## src/hw/trace_pkg.sv

```systemverilog
// Shared definitions for the RVFI trace unit
// Widths, access masks, record layout, register map and RV32I opcodes
`default_nettype none

package trace_pkg;

  // Basic data widths
  typedef logic [31:0] word_t;
  typedef logic [4:0]  reg_addr_t;
  typedef logic [3:0]  access_t;
  typedef logic [15:0] drop_t;

  // Accessed data items, one bit each
  localparam access_t ACC_RS1 = 4'b0001;
  localparam access_t ACC_RS2 = 4'b0010;
  localparam access_t ACC_RD  = 4'b0100;
  localparam access_t ACC_MEM = 4'b1000;

  // Instruction format classes
  typedef enum logic [3:0] {
    CLS_INVALID = 4'd0,
    CLS_R,
    CLS_I,
    CLS_SHIFT,
    CLS_LOAD,
    CLS_STORE,
    CLS_BRANCH,
    CLS_JAL,
    CLS_JALR,
    CLS_U,
    CLS_CSR,
    CLS_SYSTEM,
    CLS_FENCE
  } insn_class_e;

  // Record queue
  localparam int RECORD_WORDS = 5;
  localparam int FIFO_DEPTH   = 8;
  localparam int FIFO_PTR_W   = $clog2(FIFO_DEPTH);

  // One extra bit so a full queue is representable
  typedef logic [FIFO_PTR_W:0] level_t;

  // Info word field positions with all other bits zero
  localparam int INFO_CLS_LSB = 0;
  localparam int INFO_ACC_LSB = 4;
  localparam int INFO_RD_LSB  = 8;
  localparam int INFO_RS1_LSB = 13;
  localparam int INFO_RS2_LSB = 18;

  // Wishbone word addresses
  localparam logic [2:0] REG_CTRL   = 3'd0;
  localparam logic [2:0] REG_STATUS = 3'd1;
  localparam logic [2:0] REG_POP    = 3'd2;
  localparam logic [2:0] REG_PC     = 3'd3;
  localparam logic [2:0] REG_INSN   = 3'd4;
  localparam logic [2:0] REG_CYCLE  = 3'd5;
  localparam logic [2:0] REG_INFO   = 3'd6;
  localparam logic [2:0] REG_OPND   = 3'd7;

  // RV32I major opcodes
  localparam logic [6:0] OPC_LUI     = 7'b0110111;
  localparam logic [6:0] OPC_AUIPC   = 7'b0010111;
  localparam logic [6:0] OPC_JAL     = 7'b1101111;
  localparam logic [6:0] OPC_JALR    = 7'b1100111;
  localparam logic [6:0] OPC_BRANCH  = 7'b1100011;
  localparam logic [6:0] OPC_LOAD    = 7'b0000011;
  localparam logic [6:0] OPC_STORE   = 7'b0100011;
  localparam logic [6:0] OPC_OPIMM   = 7'b0010011;
  localparam logic [6:0] OPC_OP      = 7'b0110011;
  localparam logic [6:0] OPC_MISCMEM = 7'b0001111;
  localparam logic [6:0] OPC_SYSTEM  = 7'b1110011;

endpackage

`default_nettype wire

```

## src/hw/rvfi_classifier.sv

```systemverilog
// RV32I instruction classifier
// Decodes one retired instruction into its format class, accessed
// items, register numbers and the operand a disassembler would show
`default_nettype none

module rvfi_classifier (
  input  trace_pkg::word_t       insn,
  input  trace_pkg::word_t       pc,
  output trace_pkg::insn_class_e insn_class,
  output trace_pkg::access_t     access,
  output trace_pkg::reg_addr_t   rd,
  output trace_pkg::reg_addr_t   rs1,
  output trace_pkg::reg_addr_t   rs2,
  output trace_pkg::word_t       operand
);

  logic [6:0]       opcode;
  logic [2:0]       funct3;
  logic [6:0]       funct7;
  trace_pkg::word_t imm_i;
  trace_pkg::word_t imm_s;
  trace_pkg::word_t imm_b;
  trace_pkg::word_t imm_j;

  // Every major opcode ends in 2'b11, so compressed words fall to INVALID
  assign opcode = insn[6:0];
  assign funct3 = insn[14:12];
  assign funct7 = insn[31:25];

  assign imm_i = {{20{insn[31]}}, insn[31:20]};
  assign imm_s = {{20{insn[31]}}, insn[31:25], insn[11:7]};
  assign imm_b = {{19{insn[31]}}, insn[31], insn[7], insn[30:25], insn[11:8], 1'b0};
  assign imm_j = {{11{insn[31]}}, insn[31], insn[19:12], insn[20], insn[30:21], 1'b0};

  always_comb begin
    insn_class = trace_pkg::CLS_INVALID;
    access     = '0;
    operand    = '0;

    case (opcode)
      trace_pkg::OPC_LUI, trace_pkg::OPC_AUIPC: begin
        insn_class = trace_pkg::CLS_U;
        access     = trace_pkg::ACC_RD;
        operand    = {12'b0, insn[31:12]};
      end
      trace_pkg::OPC_JAL: begin
        insn_class = trace_pkg::CLS_JAL;
        access     = trace_pkg::ACC_RD;
        operand    = pc + imm_j;
      end
      trace_pkg::OPC_JALR: begin
        if (funct3 == 3'b000) begin
          insn_class = trace_pkg::CLS_JALR;
          access     = trace_pkg::ACC_RS1 | trace_pkg::ACC_RD;
          operand    = imm_i;
        end
      end
      trace_pkg::OPC_BRANCH: begin
        // funct3 010 and 011 are unassigned
        if (funct3 != 3'b010 && funct3 != 3'b011) begin
          insn_class = trace_pkg::CLS_BRANCH;
          access     = trace_pkg::ACC_RS1 | trace_pkg::ACC_RS2;
          operand    = pc + imm_b;
        end
      end
      trace_pkg::OPC_OPIMM: begin
        if (funct3 == 3'b001 || funct3 == 3'b101) begin
          // SLLI and SRLI need funct7 0, SRAI needs 0x20
          if (funct7 == 7'h00 || (funct3 == 3'b101 && funct7 == 7'h20)) begin
            insn_class = trace_pkg::CLS_SHIFT;
            access     = trace_pkg::ACC_RS1 | trace_pkg::ACC_RD;
            operand    = {27'b0, insn[24:20]};
          end
        end else begin
          insn_class = trace_pkg::CLS_I;
          access     = trace_pkg::ACC_RS1 | trace_pkg::ACC_RD;
          operand    = imm_i;
        end
      end
      trace_pkg::OPC_OP: begin
        // Base ops, SUB/SRA, and the M extension
        if (funct7 == 7'h00 || funct7 == 7'h01 ||
            (funct7 == 7'h20 && (funct3 == 3'b000 || funct3 == 3'b101))) begin
          insn_class = trace_pkg::CLS_R;
          access     = trace_pkg::ACC_RS1 | trace_pkg::ACC_RS2 | trace_pkg::ACC_RD;
        end
      end
      trace_pkg::OPC_LOAD: begin
        if (funct3 inside {3'b000, 3'b001, 3'b010, 3'b100, 3'b101}) begin
          insn_class = trace_pkg::CLS_LOAD;
          access     = trace_pkg::ACC_RS1 | trace_pkg::ACC_RD | trace_pkg::ACC_MEM;
          operand    = imm_i;
        end
      end
      trace_pkg::OPC_STORE: begin
        if (funct3 inside {3'b000, 3'b001, 3'b010}) begin
          insn_class = trace_pkg::CLS_STORE;
          access     = trace_pkg::ACC_RS1 | trace_pkg::ACC_RS2 | trace_pkg::ACC_MEM;
          operand    = imm_s;
        end
      end
      trace_pkg::OPC_MISCMEM: begin
        if (funct3 == 3'b000) begin
          // Predecessor and successor sets
          insn_class = trace_pkg::CLS_FENCE;
          operand    = {24'b0, insn[27:20]};
        end else if (insn == 32'h0000_100f) begin
          insn_class = trace_pkg::CLS_FENCE;
        end
      end
      trace_pkg::OPC_SYSTEM: begin
        if (funct3 == 3'b000) begin
          case (insn)
            32'h0000_0073,          // ECALL
            32'h0010_0073,          // EBREAK
            32'h3020_0073,          // MRET
            32'h7b20_0073,          // DRET
            32'h1050_0073: begin    // WFI
              insn_class = trace_pkg::CLS_SYSTEM;
            end
            default: ;
          endcase
        end else if (funct3 != 3'b100) begin
          // Immediate forms carry a zimm in the rs1 field
          insn_class = trace_pkg::CLS_CSR;
          access     = funct3[2] ? trace_pkg::ACC_RD : (trace_pkg::ACC_RD | trace_pkg::ACC_RS1);
          operand    = {20'b0, insn[31:20]};
        end
      end
      default: ;
    endcase
  end

  assign rd  = |(access & trace_pkg::ACC_RD)  ? insn[11:7]  : '0;
  assign rs1 = |(access & trace_pkg::ACC_RS1) ? insn[19:15] : '0;
  assign rs2 = |(access & trace_pkg::ACC_RS2) ? insn[24:20] : '0;

endmodule

`default_nettype wire

```

## src/hw/trace_capture.sv

```systemverilog
// Trace capture stage
// Stamps each retirement with the cycle count, stages the record
// for one cycle and counts records lost to a full queue
`default_nettype none

module trace_capture (
  input  logic             clk_i,
  input  logic             rst_ni,
  input  logic             rvfi_valid,
  input  trace_pkg::word_t rvfi_insn,
  input  trace_pkg::word_t rvfi_pc_rdata,
  input  logic             enable,
  input  logic             fifo_full,
  output logic             push,
  output trace_pkg::word_t rec_pc,
  output trace_pkg::word_t rec_insn,
  output trace_pkg::word_t rec_cycle,
  output trace_pkg::word_t rec_info,
  output trace_pkg::word_t rec_opnd,
  output trace_pkg::drop_t drop_count
);

  trace_pkg::word_t       cycle_q;
  logic                   staged_q;
  trace_pkg::insn_class_e cls;
  trace_pkg::access_t     acc;
  trace_pkg::reg_addr_t   rd;
  trace_pkg::reg_addr_t   rs1;
  trace_pkg::reg_addr_t   rs2;
  trace_pkg::word_t       opnd;
  trace_pkg::word_t       info;

  rvfi_classifier u_classifier (
    .insn       (rvfi_insn),
    .pc         (rvfi_pc_rdata),
    .insn_class (cls),
    .access     (acc),
    .rd         (rd),
    .rs1        (rs1),
    .rs2        (rs2),
    .operand    (opnd)
  );

  // Pack the info word
  always_comb begin
    info = '0;
    info[trace_pkg::INFO_CLS_LSB +: $bits(cls)] = cls;
    info[trace_pkg::INFO_ACC_LSB +: $bits(acc)] = acc;
    info[trace_pkg::INFO_RD_LSB  +: $bits(rd)]  = rd;
    info[trace_pkg::INFO_RS1_LSB +: $bits(rs1)] = rs1;
    info[trace_pkg::INFO_RS2_LSB +: $bits(rs2)] = rs2;
  end

  always_ff @(posedge clk_i or negedge rst_ni) begin
    if (!rst_ni) begin
      cycle_q    <= '0;
      staged_q   <= 1'b0;
      drop_count <= '0;
    end else begin
      cycle_q  <= cycle_q + 1'b1;
      staged_q <= rvfi_valid & enable;
      // Saturate rather than wrap
      if (staged_q && fifo_full && drop_count != '1) begin
        drop_count <= drop_count + 1'b1;
      end
    end
  end

  always_ff @(posedge clk_i) begin
    if (rvfi_valid && enable) begin
      rec_pc    <= rvfi_pc_rdata;
      rec_insn  <= rvfi_insn;
      rec_cycle <= cycle_q;
      rec_info  <= info;
      rec_opnd  <= opnd;
    end
  end

  assign push = staged_q & ~fifo_full;

endmodule

`default_nettype wire

```

## src/hw/trace_fifo.sv

```systemverilog
// Trace record queue
// Circular buffer of five-word records with a fill level
`default_nettype none

module trace_fifo (
  input  logic              clk_i,
  input  logic              rst_ni,
  input  logic              push,
  input  logic              pop,
  input  trace_pkg::word_t  wr_pc,
  input  trace_pkg::word_t  wr_insn,
  input  trace_pkg::word_t  wr_cycle,
  input  trace_pkg::word_t  wr_info,
  input  trace_pkg::word_t  wr_opnd,
  output trace_pkg::word_t  head_pc,
  output trace_pkg::word_t  head_insn,
  output trace_pkg::word_t  head_cycle,
  output trace_pkg::word_t  head_info,
  output trace_pkg::word_t  head_opnd,
  output trace_pkg::level_t level,
  output logic              full
);

  trace_pkg::word_t                 mem_q [trace_pkg::FIFO_DEPTH][trace_pkg::RECORD_WORDS];
  logic [trace_pkg::FIFO_PTR_W-1:0] wptr_q;
  logic [trace_pkg::FIFO_PTR_W-1:0] rptr_q;
  logic                             do_pop;

  assign full   = level == trace_pkg::level_t'(trace_pkg::FIFO_DEPTH);
  assign do_pop = pop && level != '0;

  always_ff @(posedge clk_i) begin
    if (push) begin
      mem_q[wptr_q][0] <= wr_pc;
      mem_q[wptr_q][1] <= wr_insn;
      mem_q[wptr_q][2] <= wr_cycle;
      mem_q[wptr_q][3] <= wr_info;
      mem_q[wptr_q][4] <= wr_opnd;
    end
  end

  // Depth is a power of two so the pointers wrap on their own
  always_ff @(posedge clk_i or negedge rst_ni) begin
    if (!rst_ni) begin
      wptr_q <= '0;
      rptr_q <= '0;
      level  <= '0;
    end else begin
      if (push) begin
        wptr_q <= wptr_q + 1'b1;
      end
      if (do_pop) begin
        rptr_q <= rptr_q + 1'b1;
      end
      if (push && !do_pop) begin
        level <= level + 1'b1;
      end else if (do_pop && !push) begin
        level <= level - 1'b1;
      end
    end
  end

  assign head_pc    = mem_q[rptr_q][0];
  assign head_insn  = mem_q[rptr_q][1];
  assign head_cycle = mem_q[rptr_q][2];
  assign head_info  = mem_q[rptr_q][3];
  assign head_opnd  = mem_q[rptr_q][4];

endmodule

`default_nettype wire

```

## src/hw/trace_wb_regs.sv

```systemverilog
// Wishbone classic register block for the trace unit
// Control, status, pop strobe and the head record words
`default_nettype none

module trace_wb_regs (
  input  logic              clk_i,
  input  logic              rst_ni,
  input  logic              wb_cyc,
  input  logic              wb_stb,
  input  logic              wb_we,
  input  logic [2:0]        wb_adr,
  input  trace_pkg::word_t  wb_dat_w,
  input  trace_pkg::level_t level,
  input  trace_pkg::drop_t  drop_count,
  input  trace_pkg::word_t  head_pc,
  input  trace_pkg::word_t  head_insn,
  input  trace_pkg::word_t  head_cycle,
  input  trace_pkg::word_t  head_info,
  input  trace_pkg::word_t  head_opnd,
  output trace_pkg::word_t  wb_dat_r,
  output logic              wb_ack,
  output logic              enable,
  output logic              pop
);

  logic             req;
  logic             wr_done;
  trace_pkg::word_t rd_mux;

  assign req = wb_cyc & wb_stb;

  // Writes land on the edge that completes the access
  assign wr_done = req & wb_ack & wb_we;
  assign pop     = wr_done && wb_adr == trace_pkg::REG_POP;

  always_comb begin
    case (wb_adr)
      trace_pkg::REG_CTRL:   rd_mux = {31'b0, enable};
      trace_pkg::REG_STATUS: rd_mux = {drop_count, 16'(level)};
      trace_pkg::REG_POP:    rd_mux = '0;
      trace_pkg::REG_PC:     rd_mux = head_pc;
      trace_pkg::REG_INSN:   rd_mux = head_insn;
      trace_pkg::REG_CYCLE:  rd_mux = head_cycle;
      trace_pkg::REG_INFO:   rd_mux = head_info;
      trace_pkg::REG_OPND:   rd_mux = head_opnd;
      default:               rd_mux = '0;
    endcase
  end

  // Ack one cycle after the request, low again for a cycle after
  always_ff @(posedge clk_i or negedge rst_ni) begin
    if (!rst_ni) begin
      wb_ack <= 1'b0;
      enable <= 1'b1;
    end else begin
      wb_ack <= req & ~wb_ack;
      if (wr_done && wb_adr == trace_pkg::REG_CTRL) begin
        enable <= wb_dat_w[0];
      end
    end
  end

  always_ff @(posedge clk_i) begin
    if (req && !wb_ack) begin
      wb_dat_r <= rd_mux;
    end
  end

endmodule

`default_nettype wire

```

## src/hw/trace_top.sv

```systemverilog
// RVFI trace unit top level
// Capture stage, record queue and Wishbone register block
`default_nettype none

module trace_top (
  input  logic             clk_i,
  input  logic             rst_ni,
  input  logic             rvfi_valid,
  input  trace_pkg::word_t rvfi_insn,
  input  trace_pkg::word_t rvfi_pc_rdata,
  input  logic             wb_cyc,
  input  logic             wb_stb,
  input  logic             wb_we,
  input  logic [2:0]       wb_adr,
  input  trace_pkg::word_t wb_dat_w,
  output trace_pkg::word_t wb_dat_r,
  output logic             wb_ack
);

  logic              push;
  logic              pop;
  logic              enable;
  logic              full;
  trace_pkg::level_t level;
  trace_pkg::drop_t  drop_count;
  trace_pkg::word_t  rec_pc;
  trace_pkg::word_t  rec_insn;
  trace_pkg::word_t  rec_cycle;
  trace_pkg::word_t  rec_info;
  trace_pkg::word_t  rec_opnd;
  trace_pkg::word_t  head_pc;
  trace_pkg::word_t  head_insn;
  trace_pkg::word_t  head_cycle;
  trace_pkg::word_t  head_info;
  trace_pkg::word_t  head_opnd;

  trace_capture u_capture (
    .clk_i         (clk_i),
    .rst_ni        (rst_ni),
    .rvfi_valid    (rvfi_valid),
    .rvfi_insn     (rvfi_insn),
    .rvfi_pc_rdata (rvfi_pc_rdata),
    .enable        (enable),
    .fifo_full     (full),
    .push          (push),
    .rec_pc        (rec_pc),
    .rec_insn      (rec_insn),
    .rec_cycle     (rec_cycle),
    .rec_info      (rec_info),
    .rec_opnd      (rec_opnd),
    .drop_count    (drop_count)
  );

  trace_fifo u_fifo (
    .clk_i      (clk_i),
    .rst_ni     (rst_ni),
    .push       (push),
    .pop        (pop),
    .wr_pc      (rec_pc),
    .wr_insn    (rec_insn),
    .wr_cycle   (rec_cycle),
    .wr_info    (rec_info),
    .wr_opnd    (rec_opnd),
    .head_pc    (head_pc),
    .head_insn  (head_insn),
    .head_cycle (head_cycle),
    .head_info  (head_info),
    .head_opnd  (head_opnd),
    .level      (level),
    .full       (full)
  );

  trace_wb_regs u_wb_regs (
    .clk_i      (clk_i),
    .rst_ni     (rst_ni),
    .wb_cyc     (wb_cyc),
    .wb_stb     (wb_stb),
    .wb_we      (wb_we),
    .wb_adr     (wb_adr),
    .wb_dat_w   (wb_dat_w),
    .level      (level),
    .drop_count (drop_count),
    .head_pc    (head_pc),
    .head_insn  (head_insn),
    .head_cycle (head_cycle),
    .head_info  (head_info),
    .head_opnd  (head_opnd),
    .wb_dat_r   (wb_dat_r),
    .wb_ack     (wb_ack),
    .enable     (enable),
    .pop        (pop)
  );

endmodule

`default_nettype wire

```

## config.mk

```make
export PLATFORM = sky130hd
export DESIGN_NAME = trace_top
export DESIGN_NICKNAME = d
export VERILOG_FILES = /design/src/hw/trace_pkg.sv /design/src/hw/rvfi_classifier.sv /design/src/hw/trace_capture.sv /design/src/hw/trace_fifo.sv /design/src/hw/trace_wb_regs.sv /design/src/hw/trace_top.sv
export SDC_FILE = /design/constraint.sdc
export NUM_CORES = 2
export LEC_CHECK = 0
export BUFFER_PORTS_ARGS = -buffer_cell sky130_fd_sc_hd__buf_2
export CAP_MARGIN = 20
export CORE_MARGIN = 5
export CORE_UTILIZATION = 30
export DETAILED_ROUTE_END_ITERATION = 7
export GPL_TIMING_DRIVEN = 0
export SLEW_MARGIN = 10
export SYNTH_ARGS = -nofsm -noshare
export SYNTH_HDL_FRONTEND = slang
export SYNTH_HIERARCHICAL = 1
export SYNTH_SLANG_ARGS = --single-unit
```

## constraint.sdc

```tcl
create_clock -name clk_i -period 12.4 [get_ports clk_i]
set_clock_uncertainty 0.15 [all_clocks]
set_input_delay 1.24 -clock clk_i [delete_from_list [all_inputs] [get_ports clk_i]]
set_output_delay 1.24 -clock clk_i [all_outputs]
set_load 0.005 [all_outputs]
```

* After elaboration in Yosys (flattened, before gate mapping)
Memory sizes are Yosys's and may differ from the RTL's.
Index checks and enable logic that the tools add are counted.
** Cells by class
- $add $sub $neg :: 8
- Equal/unequal tests :: 35
- Multiplexer cells :: 39
- Bitwise operators :: 8
- Reductions and logical operators :: 30
** Operators with widths (number)
- one-hot mux 32 bit (9 select lines) :: 1
- one-hot mux 32 bit (8 select lines) :: 1
- two-way mux 32 bit :: 5
- adder 32 bit :: 2
- two-way mux 4 bit :: 12
- one-hot mux 4 bit (10 select lines) :: 1
- adder 32 x 1 -> 32 bit (second input constant) :: 1
- equality test 32 x 13 -> 1 bit (second input constant) :: 1
- equality test 32 x 21 -> 1 bit (second input constant) :: 1
- equality test 32 x 29 -> 1 bit (second input constant) :: 1
- equality test 32 x 30 -> 1 bit (second input constant) :: 1
- equality test 32 x 31 -> 1 bit (second input constant) :: 1
- equality test 32 x 7 -> 1 bit (second input constant) :: 1
- one-hot mux 4 bit (8 select lines) :: 1
- equality test 7 x 6 -> 1 bit (second input constant) :: 4
- equality test 7 bit (second input constant) :: 4
- two-way mux 12 bit :: 2
- two-way mux 3 bit :: 8
- equality test 3 bit (second input constant) :: 6
- adder 16 x 1 -> 16 bit (second input constant) :: 1
- inequality test 16 bit (second input constant) :: 1
- equality test 7 x 5 -> 1 bit (second input constant) :: 2
- logical AND 1 bit :: 12
- equality test 3 x 2 -> 1 bit (second input constant) :: 3
- other kinds (27) :: 47
** Storage, ports and cells
- Register bits after elaboration :: 244
- Bits in writable memories :: 1208
- Input bits :: 105
- Output and inout bits :: 33
- Logic and storage cells :: 138
- Memories kept :: 1
** Memories
- u_fifo.mem_q :: depth 8, bits a word 151, read ports 1, clocked after memory_dff 0, write ports 1, RTL line trace_fifo.sv:24 : trace_pkg::word_t mem_q [trace_pkg::FIFO_DEPTH][trace_pkg::RECORD_WORDS];

* Depth between registers and ports, before layout
- Depth after elaboration :: 8
- Gate-level depth with buffers :: 12
- Depth with buffers taken out :: 12

* By module
Netlist, hierarchy kept.
** By module, submodules not included
- trace_fifo :: instances 1, cells each 1910, area an instance 49164.7 um^2, seq. area each 38687.1 um^2
- trace_capture :: instances 1, cells each 363, area an instance 6891.6 um^2, seq. area each 5760.5 um^2
- rvfi_classifier :: instances 1, cells each 569, area an instance 3752.3 um^2, seq. area each 0.0 um^2
- trace_wb_regs :: instances 1, cells each 257, area an instance 2720.1 um^2, seq. area each 1012.2 um^2

* Worst setup path before layout
No wires, ideal clock.
- Path type :: reg2reg
- Start point :: register u_fifo.level[3]
- End point :: memory u_fifo/mem_q[2][0] (netlist name) (enable)
- Library setup time :: 875 ps
- Data arrival time :: 11865 ps
- Data required time :: 11375 ps
- Slack :: -491 ps
- Stages on the path, launching flop included :: 5
- Path buffers :: 0
- Period minus slack after synthesis :: 12891 ps
- Cells stage by stage :: dfrtp_1 nor4b_1 nor2b_1 nand2_1 nor3_1
** On the way
- Longest elaborated chain between the ends :: 5
** RTL lines
- start: declaration :: RTL line trace_fifo.sv:20 : output trace_pkg::level_t level,
- start signal: assignment :: RTL line trace_fifo.sv:56 : level <= level + 1'b1;
- start signal: assignment :: RTL line trace_fifo.sv:58 : level <= level - 1'b1;
- equality test 4 bit :: RTL line trace_fifo.sv:29 : assign full = level == trace_pkg::level_t'(trace_pkg::FIFO_DEPTH);
- via full :: RTL line trace_top.sv:23 : logic full;
- inverter 1 bit :: RTL line trace_capture.sv:79 : assign push = staged_q & ~fifo_full;
- AND 1 bit :: RTL line trace_capture.sv:79
- via push :: RTL line trace_top.sv:20 : logic push;
- two-way mux 1 bit :: RTL line trace_fifo.sv:33 : if (push) begin
- two-way mux 1 bit (implied by the code) :: RTL line trace_fifo.sv:38 : mem_q[wptr_q][4] <= wr_opnd;
- end: declaration :: RTL line trace_fifo.sv:24
The timed path passes the listed nets, and every way through them passes these cells.

* Final worst setup path
- Start point :: register u_fifo/rptr_q[1] (netlist name)
- End point :: register u_wb_regs.wb_dat_r[12] (data pin)
** On the way
- Longest elaborated chain between the ends :: 2
** RTL lines
- start: declaration :: RTL line trace_fifo.sv:26 : logic [trace_pkg::FIFO_PTR_W-1:0] rptr_q;
- start signal: assignment :: RTL line trace_fifo.sv:53 : rptr_q <= rptr_q + 1'b1;
- memory read (8 x 151 bit)
- via head_insn[12] :: RTL line trace_top.sv:32 : trace_pkg::word_t head_insn;
- one-hot mux 32 bit (8 select lines) :: RTL line trace_wb_regs.sv:37 : case (wb_adr)
- via u_wb_regs.rd_mux[12] :: RTL line trace_wb_regs.sv:28 : trace_pkg::word_t rd_mux;
- end signal: assignment :: RTL line trace_wb_regs.sv:65 : wb_dat_r <= rd_mux;
- end: declaration :: RTL line trace_wb_regs.sv:20 : output trace_pkg::word_t wb_dat_r,
The timed path passes the listed nets, and every way through them passes these cells.
A chain may end at the register's enable or synchronous reset.

==> reports/results.tsv <==
metric	value	unit
hold_class	in -> async	
grt_usage	0.152	
whs	208	ps
synth_xor_area_frac	0.00966	
overflow	0	
yosysWarnings	6	
timing.rr.start	u_fifo/rptr_q[1]	
multi_input_area	0.0161	mm²
synth-adder-area-share	0.0110	
cpMostUsedCell	buf_2	
critPathMaxStageDelay	710	ps
ys_top_cells_by_area	edfxtp_1 70%, mux4_2 6.8%, mux4_1 5.5%	
power_density	150	mW/mm²
worst_setup_path_start_kind	flip-flop	
regArea	0.0455	mm²
finalCritPeriodShare	0.345	
timing_hold_violations_final	0	
drive_gt1_frac	0.251	
post-synth-top-area-cell	edfxtp_1	
via_per_inst	5.08	
nets	3620	
yosys.area_share.simple	0.0349	
synth_edf_count	1463	
fmax	234	MHz
synth_top_family_by_area	multiplexers	
leakagePower	23.5	nW
h-tree-depth	4	
status	finished clean	
ys.flop_type	edfxtp_1	
crit_slowest_cell	buf_1	
die-area	0.218	mm²
synth_cell_types	96	
avgSynthCellArea	20.2	µm²
die_h	467	µm
fp.dieW	467	µm
final_util	0.355	
crit_chain	buf_2 -> buf_2 -> buf_1 -> mux4_2 -> mux2_2 -> mux2i_1 -> o21ai_0 -> a22o_1	
synth-seq-cells	1524	
setup_violations	0	
cts_setup_buffers	0	
fin_area	0.0736	mm²
clkSlewWorstSetupHoldPaths	60	ps
worstSkewPairLatency	820	ps
netlist_top_cells_count	1463 x edfxtp_1, 188 x mux4_2, 178 x mux2_2	
maxSlewViolCount	0	
netlist_area	0.0625	mm²
drt_wl_total	168000	µm
cts.repair.resized	0	
syn2layout_area_growth	17.6	%
max_cap_viol_count	0	
cp_max_fo	11	
clockBufferDepth	3	
reg2reg_slack	8130	ps
grt_max_degree	47	
cts-hold-fix-buffers	0	
cp.required	12790	ps
path_class	reg -> reg	
rsz0062_at_grt	false	
irDropWorstVdd	0.000115	V
gp_congestion	0.897	
ys_async_sr_fraction	0.0400	
synth_most_common_cell	edfxtp_1	
fin_setup_tns	0	ps
worst_slew_pin_slew	1010	ps
core	0.207	mm²
grt_pass1_vias	31500	
start_util	0.302	
first_pass_iters	8	
rr_worst_depth	8	
r2r_end	u_wb_regs/wb_dat_r[12]	
via_count	32500	
grt_pass1_wl	239000	µm
numCtsBuffers	155	
dp_hpwl	117000	µm
yosys.area.top_type_share	0.703	
synth_seq_area_share	0.727	
synth_mux_area_frac	0.163	
cts_tree	built	
cts_sinks	1524	
endpoint_kind	flip-flop	
wl_per_cell	26.4	µm
ant_nets	0	
antenna_found_initial	44	
finalCriticalPeriod	4270	ps
io_pins	138	
synthCells	3099	
numPortBuffers	105	
cts-root-buf	clkbuf_16	
crit_end	u_wb_regs/wb_dat_r[12]	
dpl-instance-area	0.0686	mm²
relSlewSlack	0.328	
synth_compound_area_frac	0.0375	
core.rowCount	167	
worstSetupStartpoint	u_fifo/rptr_q[1]	
drtIter0Drc	3699	
drc	0	
nFillCells	19200	
arrival	4660	ps
-- registers in the layout (all words and copies together) (netlist names) --
| name | flops |
|---|---|
| u_wb_regs/wb_dat_r | 32 |
| u_capture/rec_opnd | 32 |
| u_fifo/mem_q | 1280 |
| u_capture/rec_cycle | 32 |
| u_fifo/level | 4 |
| u_capture/rec_insn | 32 |
| u_wb_regs/enable | 1 |
| u_capture/staged_q | 1 |
| u_capture/cycle_q | 32 |
| u_wb_regs/wb_ack | 1 |
| u_fifo/rptr_q | 3 |
| u_fifo/wptr_q | 3 |
| u_capture/rec_pc | 32 |
| u_capture/drop_count | 16 |
| u_capture/rec_info | 23 |
-- layout make-up --
type                       instances  area share
sequential                      1524       0.618
multi-input combinational       1410       0.219
clock buffer                     201      0.0555
tap                             2788      0.0474
timing repair buffer             198      0.0342
buffer                           153      0.0132
clock inverter                    82      0.0110
inverter                          20     0.00102
antenna                           10    0.000340
-- critical path, delay by kind of cell (launching register included) --
kind	cells	cell delay, ps
multiplexers	3	1170
AO/OA/AOI/OAI	2	750
buffers and inverters	3	1540
flip-flops	1	350
-- placed cells by master (no fill, tap or decap), types with 55 or more instances in the layout --
master	count
a21oi_1	57
nand2_1	84
nand3_1	65
dfrtp_1	60
edfxtp_1	1463
clkbuf_1	98
mux4_1	132
nor2_1	55
o21ai_0	85
mux4_2	188
clkbuf_16	156
mux2_2	178
buf_2	125
-- worst min path at each step --
stage                               from                      to  slack, ps  depth (start not counted)
floorplan           u_capture/cycle_q[6]  u_capture/rec_cycle[6]        270                          0
global placement    u_capture/cycle_q[6]  u_capture/rec_cycle[6]        280                          0
detailed placement  u_capture/cycle_q[6]  u_capture/rec_cycle[6]        310                          0
CTS                               rst_ni   u_capture/cycle_q[18]        150                          1
global route                      rst_ni   u_capture/cycle_q[21]        200                          1
finish                            rst_ni   u_capture/cycle_q[19]        210                          1
-- per-layer routing --
layer  up-vias  routed length [µm]  part of all wire  global-route usage
met3       293               13100             0.078              0.0368
met4        28                5630             0.033              0.0509
met5         -                 196            0.0012                   0
met1     17200               71000              0.42               0.208
li1      13700                   -                 -                   -
met2      1248               78300              0.47               0.238
-- report_power, final --
group / switching, mW / total, mW / internal [mW]
clock network: 1.97 / 4.49 / 2.52
registers: 0.0495 / 5.72 / 5.67
logic: 0.477 / 0.836 / 0.360
total: 2.50 / 11.0 / 8.55
-- stage by stage --
stage          setup slack, ps  cells  power (mW)
4_1_cts                   8070   6376        11.1
6_report                  8130   6386        11.0
3_3_place_gp             -4650   6000        6.66
5_1_grt                   8120   6376        11.4
2_1_floorplan             3810   3107        6.34
3_5_place_dp              7630   6093        6.66
-- logic make-up after synthesis --
family	Yosys count
AOI/OAI and AO/OA	331
xor gates and xnor gates	69
adders and majority gates	53
buffers and inverters	173
DFF	1524
muxes	547
other	1
and+or+nand+nor	401
Power figures use the tool's default switching activity.
